## src/common/mc_pers_pkg.sv

```systemverilog
// shared widths and payload types for the MC adapter lanes
// MC request and response command codes
// atomic subcommand and exchange operand
// internal request kinds

package mc_pers_pkg;

	// lane count and field widths
	localparam int MC_PORTS   = 4;
	localparam int RTNCTL_W   = 32;
	localparam int TID_W      = 32;
	localparam int DATA_W     = 64;
	localparam int VADR_W     = 48;
	localparam int QW_BITS    = 3;
	localparam int MC_SIZE_W  = 2;
	localparam int MC_CMD_W   = 3;
	localparam int MC_SCMD_W  = 4;
	localparam int REQ_KIND_W = 2;

	typedef logic [DATA_W-1:0] data_t;
	typedef logic [VADR_W-1:0] vadr_t;

	// transaction tag
	// low QW_BITS hold quadword count minus one, the rest is the caller tag
	typedef logic [TID_W-1:0] tid_t;

	// caller tag with the quadword bits stripped off
	typedef logic [RTNCTL_W-QW_BITS-1:0] rsp_tag_t;

	// quadword count or index within a 64-byte line
	typedef logic [QW_BITS-1:0] qw_idx_t;

	typedef logic [MC_SIZE_W-1:0] mc_size_t;
	typedef logic [MC_CMD_W-1:0]  mc_cmd_t;
	typedef logic [MC_SCMD_W-1:0] mc_scmd_t;

	// request commands toward the MC
	localparam mc_cmd_t AEMC_CMD_RD8    = 3'd1;
	localparam mc_cmd_t AEMC_CMD_WR8    = 3'd2;
	localparam mc_cmd_t AEMC_CMD_ATOMIC = 3'd3;
	localparam mc_cmd_t AEMC_CMD_WR64   = 3'd5;
	localparam mc_cmd_t AEMC_CMD_RD64   = 3'd7;

	// response commands from the MC
	localparam mc_cmd_t MCAE_CMD_RD8_DATA    = 3'd2;
	localparam mc_cmd_t MCAE_CMD_WR_CMP      = 3'd3;
	localparam mc_cmd_t MCAE_CMD_ATOMIC_DATA = 3'd4;
	localparam mc_cmd_t MCAE_CMD_WR64_CMP    = 3'd6;
	localparam mc_cmd_t MCAE_CMD_RD64_DATA   = 3'd7;

	// atomic exchange subcommand
	localparam mc_scmd_t AEMC_SCMD_ATOM_EXCH = 4'd2;

	// operand sent in place of the caller data on an exchange
	localparam data_t ATOM_OPERAND = 64'h8000_0000_0000_0000;

	// request kinds from the personality
	typedef logic [REQ_KIND_W-1:0] req_kind_t;

	localparam req_kind_t REQ_READ        = 2'd0;
	localparam req_kind_t REQ_WRITE       = 2'd1;
	localparam req_kind_t REQ_ATOMIC      = 2'd2;
	localparam req_kind_t REQ_ATOMIC_EXCH = 2'd3;

endpackage

```

## src/mc_adapter/mc_rsp_xlate.sv

```systemverilog
// response side of one MC lane
// splits MC responses into read returns and write completions
// unpacks caller tag and quadword index from the return control
// merges the consumer full levels into the MC response stall
`timescale 1ns/1ps

module mc_rsp_xlate (
	// MC response
	input  logic                  i_mc_rs_vld,
	input  mc_pers_pkg::mc_cmd_t  i_mc_rs_cmd,
	input  mc_pers_pkg::mc_scmd_t i_mc_rs_scmd,
	input  mc_pers_pkg::data_t    i_mc_rs_data,
	input  mc_pers_pkg::tid_t     i_mc_rs_rtnctl,

	// consumer levels
	input  logic                  i_rd_rsp_full,
	input  logic                  i_wr_rsp_full,

	// read return
	output logic                  o_rd_rsp_vld,
	output mc_pers_pkg::rsp_tag_t o_rd_rsp_tag,
	output mc_pers_pkg::qw_idx_t  o_rd_rsp_qw,
	output mc_pers_pkg::data_t    o_rd_rsp_data,

	// write completion
	output logic                  o_wr_rsp_vld,
	output mc_pers_pkg::tid_t     o_wr_rsp_tid,

	output logic                  o_mc_rs_stall
);

	import mc_pers_pkg::*;

	// response class decode
	logic is_rd_rsp;
	logic is_wr_rsp;

	// only a burst read return tells which quadword it is
	logic is_rd64;

	always_comb begin
		is_rd_rsp = 1'b0;
		is_wr_rsp = 1'b0;
		case (i_mc_rs_cmd)
			MCAE_CMD_RD8_DATA,
			MCAE_CMD_RD64_DATA,
			MCAE_CMD_ATOMIC_DATA: begin
				is_rd_rsp = 1'b1;
			end
			MCAE_CMD_WR_CMP,
			MCAE_CMD_WR64_CMP: begin
				is_wr_rsp = 1'b1;
			end
			default: begin
				is_rd_rsp = 1'b0;
				is_wr_rsp = 1'b0;
			end
		endcase
	end

	assign is_rd64 = (i_mc_rs_cmd == MCAE_CMD_RD64_DATA);

	// read return
	assign o_rd_rsp_vld  = i_mc_rs_vld & is_rd_rsp;
	assign o_rd_rsp_tag  = i_mc_rs_rtnctl[TID_W-1:QW_BITS];
	assign o_rd_rsp_qw   = is_rd64 ? i_mc_rs_scmd[QW_BITS-1:0] : '0;
	assign o_rd_rsp_data = i_mc_rs_data;

	// write completion keeps the whole tag
	assign o_wr_rsp_vld = i_mc_rs_vld & is_wr_rsp;
	assign o_wr_rsp_tid = i_mc_rs_rtnctl;

	// either consumer backing up holds off the MC
	assign o_mc_rs_stall = i_rd_rsp_full | i_wr_rsp_full;

endmodule

```

## config.mk

```make
export PLATFORM = sky130hd
export DESIGN_NAME = mc_rsp_xlate
export DESIGN_NICKNAME = d
export VERILOG_FILES = /design/src/common/mc_pers_pkg.sv /design/src/mc_adapter/mc_rsp_xlate.sv
export SDC_FILE = /design/constraint.sdc
export NUM_CORES = 1
export LEC_CHECK = 0
export BUFFER_PORTS_ARGS = -buffer_cell sky130_fd_sc_hd__buf_2
export CAP_MARGIN = 20
export CORE_AREA = 5 5 89 91
export DETAILED_ROUTE_END_ITERATION = 16
export DIE_AREA = 0 0 94 96
export GPL_TIMING_DRIVEN = 1
export SYNTH_ARGS = -nofsm -noshare
export SYNTH_HDL_FRONTEND = slang
export SYNTH_SLANG_ARGS = --single-unit
```

## constraint.sdc

```tcl
create_clock -name vclk -period 0.9
set_input_delay 0.09 -clock vclk [all_inputs]
set_output_delay 0.09 -clock vclk [all_outputs]
set_load 0.01 [all_outputs]
```

# Yosys cells after proc, flatten, opt, wreduce, memory -nomap -nowiden
# Index checks and enable logic that the tools add are counted.
# Widths: inputs -> output; s select.
[word_totals] ff_bits=0 latch_bits=0 ramBits=0 romBits=0 in_bits=106 out_inout_bits=131 wordCells=13 mem_count=0
[op_classes] addsub=0 n_mul=0 div_mod_pow=0 magnitude_cmp=0 n_eq_ne=5 shifts=0 mux=3 bitwise_logic=3 reduce_logical=2
[ops] op="$eq 3x3->1 const B" n=3
[ops] op="$eq 3x2->1 const B" n=2
[ops] op="$mux 3" n=1
[ops] op="$reduce_or 3->1" n=1
[ops] op="$and 1x1->1" n=2
[ops] op="$mux 1" n=2
[ops] op="$reduce_or 2->1" n=1
[ops] op="$or 1x1->1" n=1

# Longest topological paths before layout
[logic_depth] ltp_word=4 ltp_mapped=2 ltp_nobuf=2

# Worst setup path after synthesis
# OpenSTA, ideal clock, no wires.
[synth_path] kind="input to output" start="input i_mc_rs_cmd[1]" end="output o_rd_rsp_vld" arrival_ps=562 t_required_ps=810 slack_ps=248 path_stages=2 n_path_buf=0 cell_sequence="and2b_1 -> o31ai_2"
[synth_between] elab_chain_len=4 word_cells_on_any_way=6 classes_between="eq/ne: 3; mux: 1; bitwise: 1; reduce/logical: 1"
[synth_lines] element="start, declared" line="mc_rsp_xlate.sv:10" rtl="input mc_pers_pkg::mc_cmd_t i_mc_rs_cmd,"
[synth_lines] element="$eq 3x3->1 or $eq 3x2->1 (tied branches)" line="mc_rsp_xlate.sv:44" rtl="case (i_mc_rs_cmd)"
[synth_lines] element="$reduce_or 3->1 (*)" line="mc_rsp_xlate.sv:44"
[synth_lines] element="$mux 1 (*)" line="mc_rsp_xlate.sv:44"
[synth_lines] element="$and 1x1->1 (*)" line="mc_rsp_xlate.sv:64" rtl="assign o_rd_rsp_vld = i_mc_rs_vld & is_rd_rsp;"
[synth_lines] element="end, declared" line="mc_rsp_xlate.sv:20" rtl="output logic o_rd_rsp_vld,"
# Every way passes the cells marked *; elsewhere a longest branch is shown, timed or not.

# Worst setup path in the final report
# Same ends and word-level chain as after synthesis.

==> impl_metrics.ini <==
[power_and_ir_drop]
powerDensity_mw_per_mm2 = 227
p_leak_nw = 0.110
irDropWorstVdd_mv = 0.0207

[die]
dieArea_sq_mm = 0.00902
placementRows = 31
ios = 237
die_h_microns = 96
die_x_microns = 94
coreArea_sq_mm = 0.00706
start_util = 0.146

[final_layout]
fillers = 859
layout_common_cells = buf_2, and2_1, and3_2, and2b_1
finalNetCount = 135
seq_cell_count = 0
syn_to_final_growth_pct = -71.8
diodes = 0
regArea_sq_um = 0
fin_util = 0.0411
final_layout_size_suffix_gt1_frac = 0.704
layout_commonest_cell = buf_2
clockBufferCount = 0

[timing]
fmax_mhz = 1190
drv_slew = 0
setup_violations = 0
slew_headroom = 0.897
rsz0062_at_grt = false
fin_crit_ps = 842
tns_ps = 0
period_share = 0.936
worst_pin_slew_ps = 154
hold_viol = 0

[placed_design]
buffer_ports.inserted = 15
routabilityCongestion = 0.432

[yosys]
syn_nets = 243
syn_avg_cell_area_sq_um = 7.52
netlist_area_sq_mm = 0.00103
synth_cells = 137
yosys_warnings = 0
ys_types = 9
yosysSeqAreaShare = 0

[cts]
cts.repair.resized = 0
cts_hold_buf = 0
cts_setup_buffers = 0

[drt]
drc = 0
drt_iter0_drc = 6
viasPerCell = 2.60
dr.pass1.iters = 2
antenna_left = 0
vias = 328
wirelength_microns = 2040
wl_per_cell_microns = 16.2

[global_route]
grt_pass1_vias = 359
grt_pass1_wl_microns = 2360
grt_max_degree = 6
grt_use_total = 0.0369
antenna_found_initial = 0
grt_remaining_overflow = 0

[flow_run]
cap_violations = 0

[worst_setup_path]
cp.required_ps = 810
end_kind = output pin
crit_fanout = 5
crit_end = o_rd_rsp_vld
cp-start-kind = input pin
cp.arrival_ps = 750
critPathKind = in2out
crit_start = i_mc_rs_cmd[1]

[worst_hold_path]
hp-class = in2out
min_path_cells = 0

[outcome]
status = finished, final reports clean
per-layer routing:
layer  wire length (microns)  global-route usage  vias to the layer above
met1                     141             0.00419                       91
met4                     526              0.0999                        0
met3                     623              0.0430                       63
met2                     747              0.0467                      102
met5                       0                   0                        -
li1                        -                   -                       72
per-stage QoR:
step                      area, sq um  hold slack, ps  total power, mW  cells  setup WS (ps)
after CTS                         290             180           0.0674    126           45.7
after floorplan                  1030             272            0.601    137            248
after global placement            290             180           0.0658    126           51.2
after global routing              290             180           0.0723    126           19.3
after detailed placement          290             180           0.0672    126           46.2
final                             290             180           0.0660    126           58.0
cells in the mapped netlist:
library cell  instances  share of area
xor2_1                1         0.0085
nand2_1               1         0.0036
o31ai_2               1          0.012
or2_2                 1         0.0061
and3_2                2          0.015
and2b_1               2          0.015
and2_1                3          0.018
nand4bb_1             1          0.011
buf_4               125           0.91
cell type report:
class / count / area, sq um / area share
multi-input cells: 12 / 91.3 / 0.315
well taps: 99 / 124 / 0.427
repair buffers: 15 / 75.1 / 0.259
worst min-delay path by stage:
stage	from	end
after floorplan	i_mc_rs_data[0]	o_rd_rsp_data[0]
after global placement	i_mc_rs_data[14]	o_rd_rsp_data[14]
after detailed placement	i_mc_rs_data[14]	o_rd_rsp_data[14]
after CTS	i_mc_rs_data[14]	o_rd_rsp_data[14]
after global routing	i_mc_rs_data[61]	o_rd_rsp_data[61]
final	i_mc_rs_data[32]	o_rd_rsp_data[32]
cells by family (layout without fill, tap and decap cells):
kind of cell | Yosys count | after routing | share of synthesized area
AOI/OAI and AO/OA | 1 | 1 | 0.0121
xor gates and xnor gates | 1 | 1 | 0.00851
buffers and inverters | 125 | 15 | 0.911
and+or+nand+nor | 10 | 10 | 0.0680
power by group:
| part | leakage, nW | switching [mW] | total (mW) | internal (mW) |
|---|---|---|---|---|
| sequential | 0 | 0 | 0 | 0 |
| clock | 0 | 0 | 0 | 0 |
| combinational | 0.110 | 0.0297 | 0.0660 | 0.0363 |
| total | 0.110 | 0.0297 | 0.0660 | 0.0363 |
critical path, cell delays in order:
cell and delay [ps]:
buf_2 110, and2b_1 180, o31ai_2 210, buf_2 160
Power figures use the tool's default switching activity.
