$ cat config.mk
export PLATFORM = sky130hd
export DESIGN_NAME = mc_req_xlate
export DESIGN_NICKNAME = d
export VERILOG_FILES = /design/src/common/mc_pers_pkg.sv /design/src/mc_adapter/mc_req_xlate.sv
export SDC_FILE = /design/constraint.sdc
export NUM_CORES = 1
export LEC_CHECK = 0
export BUFFER_PORTS_ARGS = -buffer_cell sky130_fd_sc_hd__buf_2
export CAP_MARGIN = 20
export CORE_AREA = 2 2 119 121
export DETAILED_ROUTE_END_ITERATION = 16
export DIE_AREA = 0 0 121 123
export GPL_ROUTABILITY_DRIVEN = 0
export PLACE_DENSITY = 0.45
export SETUP_SLACK_MARGIN = 0.05
export SYNTH_ARGS = -nofsm -noshare
export SYNTH_HDL_FRONTEND = slang
export SYNTH_SLANG_ARGS = --single-unit
$ cat constraint.sdc
create_clock -name vclk -period 2.52
set_input_delay 0.504 -clock vclk [all_inputs]
set_output_delay 0.504 -clock vclk [all_outputs]
set_load 0.01 [all_outputs]
$ cat src/common/mc_pers_pkg.sv
// shared widths and payload types for the MC adapter lanes
// MC request and response command codes
// atomic subcommand and exchange operand
// internal request kinds

package mc_pers_pkg;

	// lane count and field widths
	localparam int MC_PORTS   = 4;
	localparam int RTNCTL_W   = 32;
	localparam int TID_W      = 32;
	localparam int DATA_W     = 64;
	localparam int VADR_W     = 48;
	localparam int QW_BITS    = 3;
	localparam int MC_SIZE_W  = 2;
	localparam int MC_CMD_W   = 3;
	localparam int MC_SCMD_W  = 4;
	localparam int REQ_KIND_W = 2;

	typedef logic [DATA_W-1:0] data_t;
	typedef logic [VADR_W-1:0] vadr_t;

	// transaction tag
	// low QW_BITS hold quadword count minus one, the rest is the caller tag
	typedef logic [TID_W-1:0] tid_t;

	// caller tag with the quadword bits stripped off
	typedef logic [RTNCTL_W-QW_BITS-1:0] rsp_tag_t;

	// quadword count or index within a 64-byte line
	typedef logic [QW_BITS-1:0] qw_idx_t;

	typedef logic [MC_SIZE_W-1:0] mc_size_t;
	typedef logic [MC_CMD_W-1:0]  mc_cmd_t;
	typedef logic [MC_SCMD_W-1:0] mc_scmd_t;

	// request commands toward the MC
	localparam mc_cmd_t AEMC_CMD_RD8    = 3'd1;
	localparam mc_cmd_t AEMC_CMD_WR8    = 3'd2;
	localparam mc_cmd_t AEMC_CMD_ATOMIC = 3'd3;
	localparam mc_cmd_t AEMC_CMD_WR64   = 3'd5;
	localparam mc_cmd_t AEMC_CMD_RD64   = 3'd7;

	// response commands from the MC
	localparam mc_cmd_t MCAE_CMD_RD8_DATA    = 3'd2;
	localparam mc_cmd_t MCAE_CMD_WR_CMP      = 3'd3;
	localparam mc_cmd_t MCAE_CMD_ATOMIC_DATA = 3'd4;
	localparam mc_cmd_t MCAE_CMD_WR64_CMP    = 3'd6;
	localparam mc_cmd_t MCAE_CMD_RD64_DATA   = 3'd7;

	// atomic exchange subcommand
	localparam mc_scmd_t AEMC_SCMD_ATOM_EXCH = 4'd2;

	// operand sent in place of the caller data on an exchange
	localparam data_t ATOM_OPERAND = 64'h8000_0000_0000_0000;

	// request kinds from the personality
	typedef logic [REQ_KIND_W-1:0] req_kind_t;

	localparam req_kind_t REQ_READ        = 2'd0;
	localparam req_kind_t REQ_WRITE       = 2'd1;
	localparam req_kind_t REQ_ATOMIC      = 2'd2;
	localparam req_kind_t REQ_ATOMIC_EXCH = 2'd3;

endpackage

$ cat src/mc_adapter/mc_req_xlate.sv
// request side of one MC lane
// maps an internal request onto MC request fields
// command picked from request kind and quadword count
// exchange operand substituted for atomic exchange
`timescale 1ns/1ps

module mc_req_xlate (
	// internal request
	input  logic                   i_req_vld,
	input  mc_pers_pkg::req_kind_t i_req_kind,
	input  mc_pers_pkg::mc_size_t  i_req_size,
	input  mc_pers_pkg::tid_t      i_req_tid,
	input  mc_pers_pkg::vadr_t     i_req_vadr,
	input  mc_pers_pkg::data_t     i_req_data,

	// MC request fields
	output logic                   o_mc_rq_vld,
	output mc_pers_pkg::tid_t      o_mc_rq_rtnctl,
	output mc_pers_pkg::data_t     o_mc_rq_data,
	output mc_pers_pkg::vadr_t     o_mc_rq_vadr,
	output mc_pers_pkg::mc_size_t  o_mc_rq_size,
	output mc_pers_pkg::mc_cmd_t   o_mc_rq_cmd,
	output mc_pers_pkg::mc_scmd_t  o_mc_rq_scmd
);

	import mc_pers_pkg::*;

	// quadword count minus one, carried in the low tag bits
	qw_idx_t qw_cnt;

	// single quadword access when the count bits are all zero
	logic    qw_single;

	// number of quadwords for a burst write, wraps at eight
	qw_idx_t wr64_qw_num;

	assign qw_cnt      = i_req_tid[QW_BITS-1:0];
	assign qw_single   = ~|qw_cnt;
	assign wr64_qw_num = qw_cnt + 1'b1;

	// straight pass-through fields
	assign o_mc_rq_vld    = i_req_vld;
	assign o_mc_rq_rtnctl = i_req_tid;
	assign o_mc_rq_vadr   = i_req_vadr;
	assign o_mc_rq_size   = i_req_size;

	// exchange always swaps in the fixed operand
	assign o_mc_rq_data = (i_req_kind == REQ_ATOMIC_EXCH) ? ATOM_OPERAND : i_req_data;

	// command select
	always_comb begin
		o_mc_rq_cmd = AEMC_CMD_ATOMIC;
		case (i_req_kind)
			REQ_READ: begin
				if (qw_single) begin
					o_mc_rq_cmd = AEMC_CMD_RD8;
				end else begin
					o_mc_rq_cmd = AEMC_CMD_RD64;
				end
			end
			REQ_WRITE: begin
				if (qw_single) begin
					o_mc_rq_cmd = AEMC_CMD_WR8;
				end else begin
					o_mc_rq_cmd = AEMC_CMD_WR64;
				end
			end
			// both atomic flavours share one MC command
			REQ_ATOMIC: begin
				o_mc_rq_cmd = AEMC_CMD_ATOMIC;
			end
			REQ_ATOMIC_EXCH: begin
				o_mc_rq_cmd = AEMC_CMD_ATOMIC;
			end
		endcase
	end

	// subcommand follows the chosen command
	always_comb begin
		case (o_mc_rq_cmd)
			// burst write carries its quadword count
			AEMC_CMD_WR64: begin
				o_mc_rq_scmd = mc_scmd_t'(wr64_qw_num);
			end
			AEMC_CMD_ATOMIC: begin
				o_mc_rq_scmd = AEMC_SCMD_ATOM_EXCH;
			end
			default: begin
				o_mc_rq_scmd = '0;
			end
		endcase
	end

endmodule

# == After elaboration in Yosys (flattened, before gate mapping) ==
# Index checks and enable logic that the tools add are counted.
# word_totals
input_bits,149
reg_bits,0
elab_cells,14
output_inout_bits,154
# op_classes
add_sub_neg,1
mux,5
n_reduce_logical,3
eq_ne,5
# ops
cell,n
$mux 64,1
$pmux 3 s3,1
$mux 3,2
$pmux 3 s2,1
$eq 2x2->1 const B,2
$add 3x1->3 const B,1
$eq 3x2->1 const B,1
$eq 3x3->1 const B,1
$reduce_or 3->1,1
$eq 2x1->1 const B,1
$logic_not 2->1,1
$reduce_or 2->1,1

# == Depth between registers and ports, before layout ==
# Gate-level depths: netlist (run 1).
# depth
ltp_word,5
mapped_depth,5
depth_no_buf,5

# == Worst setup path after synthesis (run 1) ==
# OpenSTA, ideal clock, no wires.
# synth_timing
path_kind,input -> output
startpoint,input i_req_tid[0]
endpoint,output o_mc_rq_cmd[1]
arrival_ps,1226
stages,5
path_buffers,0
required_time_ps,2016
setup_slack_ps,790
path_cell_list,inv_1 -> ha_1 -> nor2b_1 -> xor2_1 -> nand2b_1
# synth_via
elab_chain_len,3
word_cells_on_any_way,4
cone_classes,3 x mux; 1 x reduce/logical
# synth_rtl
item,line,source
start: declaration,mc_req_xlate.sv:12,"input mc_pers_pkg::tid_t i_req_tid,"
$reduce_or 3->1 *,mc_req_xlate.sv:38,assign qw_single = ~|qw_cnt;
$mux 3 (on tied branches),"mc_req_xlate.sv:62, mc_req_xlate.sv:55",
$pmux 3 s3 *,mc_req_xlate.sv:53,case (i_req_kind)
end: declaration,mc_req_xlate.sv:22,"output mc_pers_pkg::mc_cmd_t o_mc_rq_cmd,"
# Every way passes the cells marked *; elsewhere a longest branch is shown, timed or not.

# == Worst setup path in the final report (run 1) ==
# Ends and elaborated chain as after synthesis.

==> results.cfg, run 1 <==
[detailed_routing]
antenna_left = 0
routed_wl_microns = 3755
drt_iter0_markers = 14
num_vias = 1117
viasPerCell = 2.765
drcViolationCount = 0
wl_per_cell_microns = 9.295
firstDrtPassIters = 4

[global_routing]
grt_util_all_layers_pct = 3.784
grt_max_degree = 65
grtUsageMet2_pct = 8.603
grt_remaining_overflow = 0
first_global_vias = 891
grt_pass1_wl_microns = 4381
antenna_found_initial = 0
met1_usage_pct = 2.528
use_met3_pct = 0.8303
global_route.peak_usage_layer = met2

[timing]
fin_tns_setup_ps = 0
fin_crit_sh_pct = 84.41
fmax_ghz = 0.4701
drv_slew = 0
setup_viol = 0
finalHoldViolCount = 0
fin_ws_ps = 393.0
period_needed_ps = 2127
rsz0062_at_grt = no

[layout]
n_antenna_cell = 0
post-route-util_pct = 10.70
drive_gt1_share_pct = 63.84
final.fill_count = 1608
layout_common_cells = 142 x buf_2, 63 x and2_1, 3 x nand2b_1, 3 x nor2_1
multi_input_area_sq_um = 513.0
final_nets = 377
fin_cells = 404
final_common_cell = buf_2
flops_and_latches = 0
clkbuf_count = 0
syn2layout_area_growth_pct = 19.51
ff_latch_area_sq_um = 0

[yosys]
synth_seq_area_share_pct = 0
syn_inst = 172
synth_area_leader_cell = buf_4
synth_area_leaders = buf_4 52%, and2_1 32%, buf_6 5.5%
syn_area_sq_um = 1219
syn-num-nets = 323
avgSynthCellArea_sq_um = 7.085
synth_top_area_share_pct = 51.75
synthDistinctLibCells = 16
synth_warnings = 0

[setup_path]
critPathLaunchType = input port
crit_path_frequent_cell = buf_2
path_cells = buf_2 > inv_1 > ha_1 > nor2b_1 > xor2_1 > nand2b_1 > buf_2
crit_arrival_ps = 1620
critPathCaptureType = output pin
worstPathRequired_ps = 2020
cp_slowest_cell = nor2b_1
slowest_delay_ps = 410
path_class = input port to output pin
crit_path_max_fanout = 5

[power_and_ir_drop]
powerDensity_nw_per_um2 = 163.6
power_leakage_nw = 0.8098
vdd_drop_max_uv = 31.15

[placement]
dp_cells = 404
place.port_buffers = 142
dp_hpwl_microns = 3276
pre_cts_slack_ps = 364.7

[floorplanning]
die_x_microns = 121
die_h_microns = 123
start_util_pct = 8.953
die-area_sq_um = 14880
rows = 43
io_pins = 303
core_sq_um = 13610

[hold_path]
holdCritPathClass = input port to output pin

[clock_network]
cts-resized-gates = 0
hold_buffers = 0
post_cts_buffers = 0

[run]
maxCapViolations = 0

[outcome]
outcome = complete, no violations
## metrics by stage
step | power, mW | area [sq um] | hold slack (ps)
2_1_floorplan | 0.2526 | 1219 | 1056
3_3_place_gp | 0.2443 | 1456 | 1008
6_report | 0.2383 | 1456 | 1008
4_1_cts | 0.2433 | 1456 | 1008
5_1_grt | 0.2615 | 1456 | 1008
3_5_place_dp | 0.2426 | 1456 | 1008
## cells in the mapped netlist
library cell and n:
and2_1 63, buf_4 84, conb_1 1, xor2_1 1, buf_6 6, nor2_1 3, mux2i_1 1, nand2b_1 3
nand3b_1 1, nand2_1 1, inv_1 2, nor2b_1 1, o21bai_1 1, nor3_1 1, ha_1 2, nand2_4 1
## cell type report
| type | count | area share [%] |
|---|---|---|
| Tap cell | 180 | 15.46 |
| Inverter | 2 | 0.5155 |
| Timing Repair Buffer | 142 | 48.80 |
| Multi-Input combinational cell | 80 | 35.22 |
## worst paths after layout
path / from / to / slack [ps] / cells after the start
setup / recovery: i_req_tid[0] / o_mc_rq_cmd[1] / 390 / 7
hold / removal: i_req_tid[15] / o_mc_rq_rtnctl[15] / 1010 / 0
## power breakdown
part           internal (mW)  leakage (nW)  total [mW]  switching (mW)
registers                  0             0           0               0
clock network              0             0           0               0
logic                  0.123         0.810       0.238           0.116
## critical path, delay by kind of cell
kind / cells / cell delay, ps
AND/OR/NAND/NOR: 2 / 470
buffers and inverters: 3 / 310
XOR/XNOR: 1 / 180
adder cells (fa/ha/maj): 1 / 150
## logic make-up after synthesis
| kind of cell | synth area share (%) |
|---|---|
| AO/OA/AOI/OAI | 0.6162 |
| XOR/XNOR | 0.7188 |
| adder cells (fa/ha/maj) | 2.053 |
| buffers and inverters | 57.90 |
| multiplexers | 0.8214 |
| other | 0.3077 |
| AND/OR/NAND/NOR | 37.58 |
## layer usage
layer	part of all wire, %	up-vias
li1	-	532
met1	26	451
met2	53	116
met3	15	18
met4	5.1	0
met5	0	-
Power figures use the tool's default switching activity.
==> inputs of run 2 (changes only) <==
--- a/config.mk
+++ b/config.mk
@@ -5,13 +5,14 @@
 export SDC_FILE = /design/constraint.sdc
 export NUM_CORES = 1
 export LEC_CHECK = 0
+export ABC_AREA = 1
 export BUFFER_PORTS_ARGS = -buffer_cell sky130_fd_sc_hd__buf_2
 export CAP_MARGIN = 20
-export CORE_AREA = 2 2 119 121
+export CORE_AREA = 2 2 118 120
 export DETAILED_ROUTE_END_ITERATION = 16
-export DIE_AREA = 0 0 121 123
+export DIE_AREA = 0 0 120 122
 export GPL_ROUTABILITY_DRIVEN = 0
-export PLACE_DENSITY = 0.45
+export PLACE_DENSITY = 0.48
 export SETUP_SLACK_MARGIN = 0.05
 export SYNTH_ARGS = -nofsm -noshare
 export SYNTH_HDL_FRONTEND = slang
==> constraint.sdc (replaced) <==
create_clock -name vclk -period 1.85
set_input_delay 0.37 -clock vclk [all_inputs]
set_output_delay 0.37 -clock vclk [all_outputs]
set_load 0.01 [all_outputs]
==> run 2 against run 1 <==
Net effect:
- cell count is 19% higher
- sequential share of layout area stayed put
- via count increased by 21%
- non-clock buffer count up 3
- largest cell class unchanged
- synthesized cell count grew 42%
- area after synthesis is 9.5% higher
- flip-flop and latch count did not move
- global-route usage is 0.66 points higher
- first-iteration DRC count rose to 3.1 times the previous value
- critical path type unchanged
- worst hold slack worse by 270 ps
==> results.cfg, run 2 <==
[outcome]
outcome = complete, no violations

[setup_path]
worstPathRequired_ps = 1480
critPathLaunchType = input port
path_class = input port to output pin
critPathCaptureType = output pin
crit_arrival_ps = 1180
crit_path_max_fanout = 17

[global_routing]
grt_pass1_wl_microns = 5237
grt_remaining_overflow = 0
grt_util_all_layers_pct = 4.445
first_global_vias = 1129
grt_max_degree = 30
antenna_found_initial = 0

[yosys]
synth_area_leader_cell = buf_4
synth.most_common_cell = buf_4
avgSynthCellArea_sq_um = 5.449
syn_area_sq_um = 1335
synth_top_area_share_pct = 47.24
syn_inst = 245
synth_area_leaders = buf_4 47%, inv_1 20%, nor2_1 17%
synthDistinctLibCells = 13
synthTopCellsByCount = 84 x buf_4, 70 x inv_1, 61 x nor2_1
synth_seq_area_share_pct = 0
syn-num-nets = 396
synth_warnings = 0

[detailed_routing]
antenna_left = 0
num_vias = 1355
routed_wl_microns = 3990
drcViolationCount = 0
firstDrtPassIters = 4
drt_iter0_markers = 43
wl_per_cell_microns = 8.313
viasPerCell = 2.823

[layout]
drive_gt1_share_pct = 51.67
post-route-util_pct = 11.84
ff_latch_area_sq_um = 0
layout_common_cells = 142 x buf_2, 70 x inv_1, 61 x nor2_1
syn2layout_area_growth_pct = 19.77
clkbuf_count = 0
final_nets = 453
final_cell_area_sq_um = 1599
n_antenna_cell = 0
final_common_cell = buf_2
flops_and_latches = 0
fin_cells = 480

[timing]
fin_tns_setup_ps = 0
period_needed_ps = 1555
rsz0062_at_grt = no
drv_slew = 0
fmax_ghz = 0.6432
fin_crit_sh_pct = 84.04
finalHoldViolCount = 0
setup_viol = 0

[hold_path]
hold_path_startpoint = i_req_tid[12]
min_path_cells = 0
min_to = o_mc_rq_rtnctl[12]
holdCritPathClass = input port to output pin

[floorplanning]
start_util_pct = 9.886
die-area_sq_um = 14640
rows = 43
die_h_microns = 122
io_pins = 303
die_x_microns = 120
core_sq_um = 13500

[clock_network]
hold_buffers = 0
cts-resized-gates = 0
post_cts_buffers = 0

[placement]
dp_cells = 480
placed_area_sq_um = 1599
place.port_buffers = 142
dp_hpwl_microns = 3440

[run]
maxCapViolations = 0

[power_and_ir_drop]
vdd_drop_max_uv = 56.01
powerDensity_nw_per_um2 = 218.1
power_leakage_nw = 1.150
-- run 2: changes by cell type after synthesis, moves of 7 or more --
cell     previous run  this run
nor2_2              0         7
inv_1               2        70
nor2_1              3        61
and2_1             63         0
nand2_1             1         8
-- run 2: worst max-delay path by stage --
stage	startpoint	end	slack, ps	depth (start not counted)
6_report	i_req_kind[1]	o_mc_rq_data[24]	300	6
5_1_grt	i_req_kind[1]	o_mc_rq_data[14]	200	6
4_1_cts	i_req_kind[1]	o_mc_rq_data[24]	260	6
3_5_place_dp	i_req_kind[1]	o_mc_rq_data[14]	260	6
3_3_place_gp	i_req_kind[1]	o_mc_rq_data[14]	270	6
2_1_floorplan	i_req_tid[0]	o_mc_rq_scmd[0]	560	5
-- run 2: logic make-up (layout without fill, tap and decap cells) --
group	Yosys count	count (layout)	share of synthesized area, %
fa+ha+maj	2	2	1.874
buf+inv	161	216	73.10
other cells	1	1	0.2809
simple gates	81	81	24.74
-- run 2: routing by layer --
layer	global-route usage [%]	routed length (microns)	up-vias
li1	-	-	689
met1	3.728	1216	505
met2	8.132	1831	129
met3	2.247	670	32
met4	3.088	271	0
met5	0	0	-
-- run 2: layout make-up --
cell class         count  area, sq um
inverters             71        269.0
repair buffers       145        745.7
fillers             1606        11910
multi-input cells     84        359.1
well taps            180        225.2
-- run 2: power breakdown --
group / total (mW) / leakage [nW] / switching, mW / internal [mW]
sequential: 0 / 0 / 0 / 0
clock: 0 / 0 / 0 / 0
combinational: 0.349 / 1.15 / 0.185 / 0.164
total: 0.349 / 1.15 / 0.185 / 0.164
-- run 2: through the flow --
stage	setup WS, ps	hold WS, ps	total power, mW
after floorplan	555.1	787.5	0.3612
after global placement	272.8	740.1	0.3551
after detailed placement	260.4	740.1	0.3539
after CTS	257.9	740.1	0.3555
after global routing	202.5	740.0	0.3917
final	295.3	740.0	0.3488
-- run 2: worst max-delay path: stages --
cell and delay, ps:
buf_2 120, nand2_2 70, inv_4 190, buf_4 230, nor2_1 60, buf_2 130
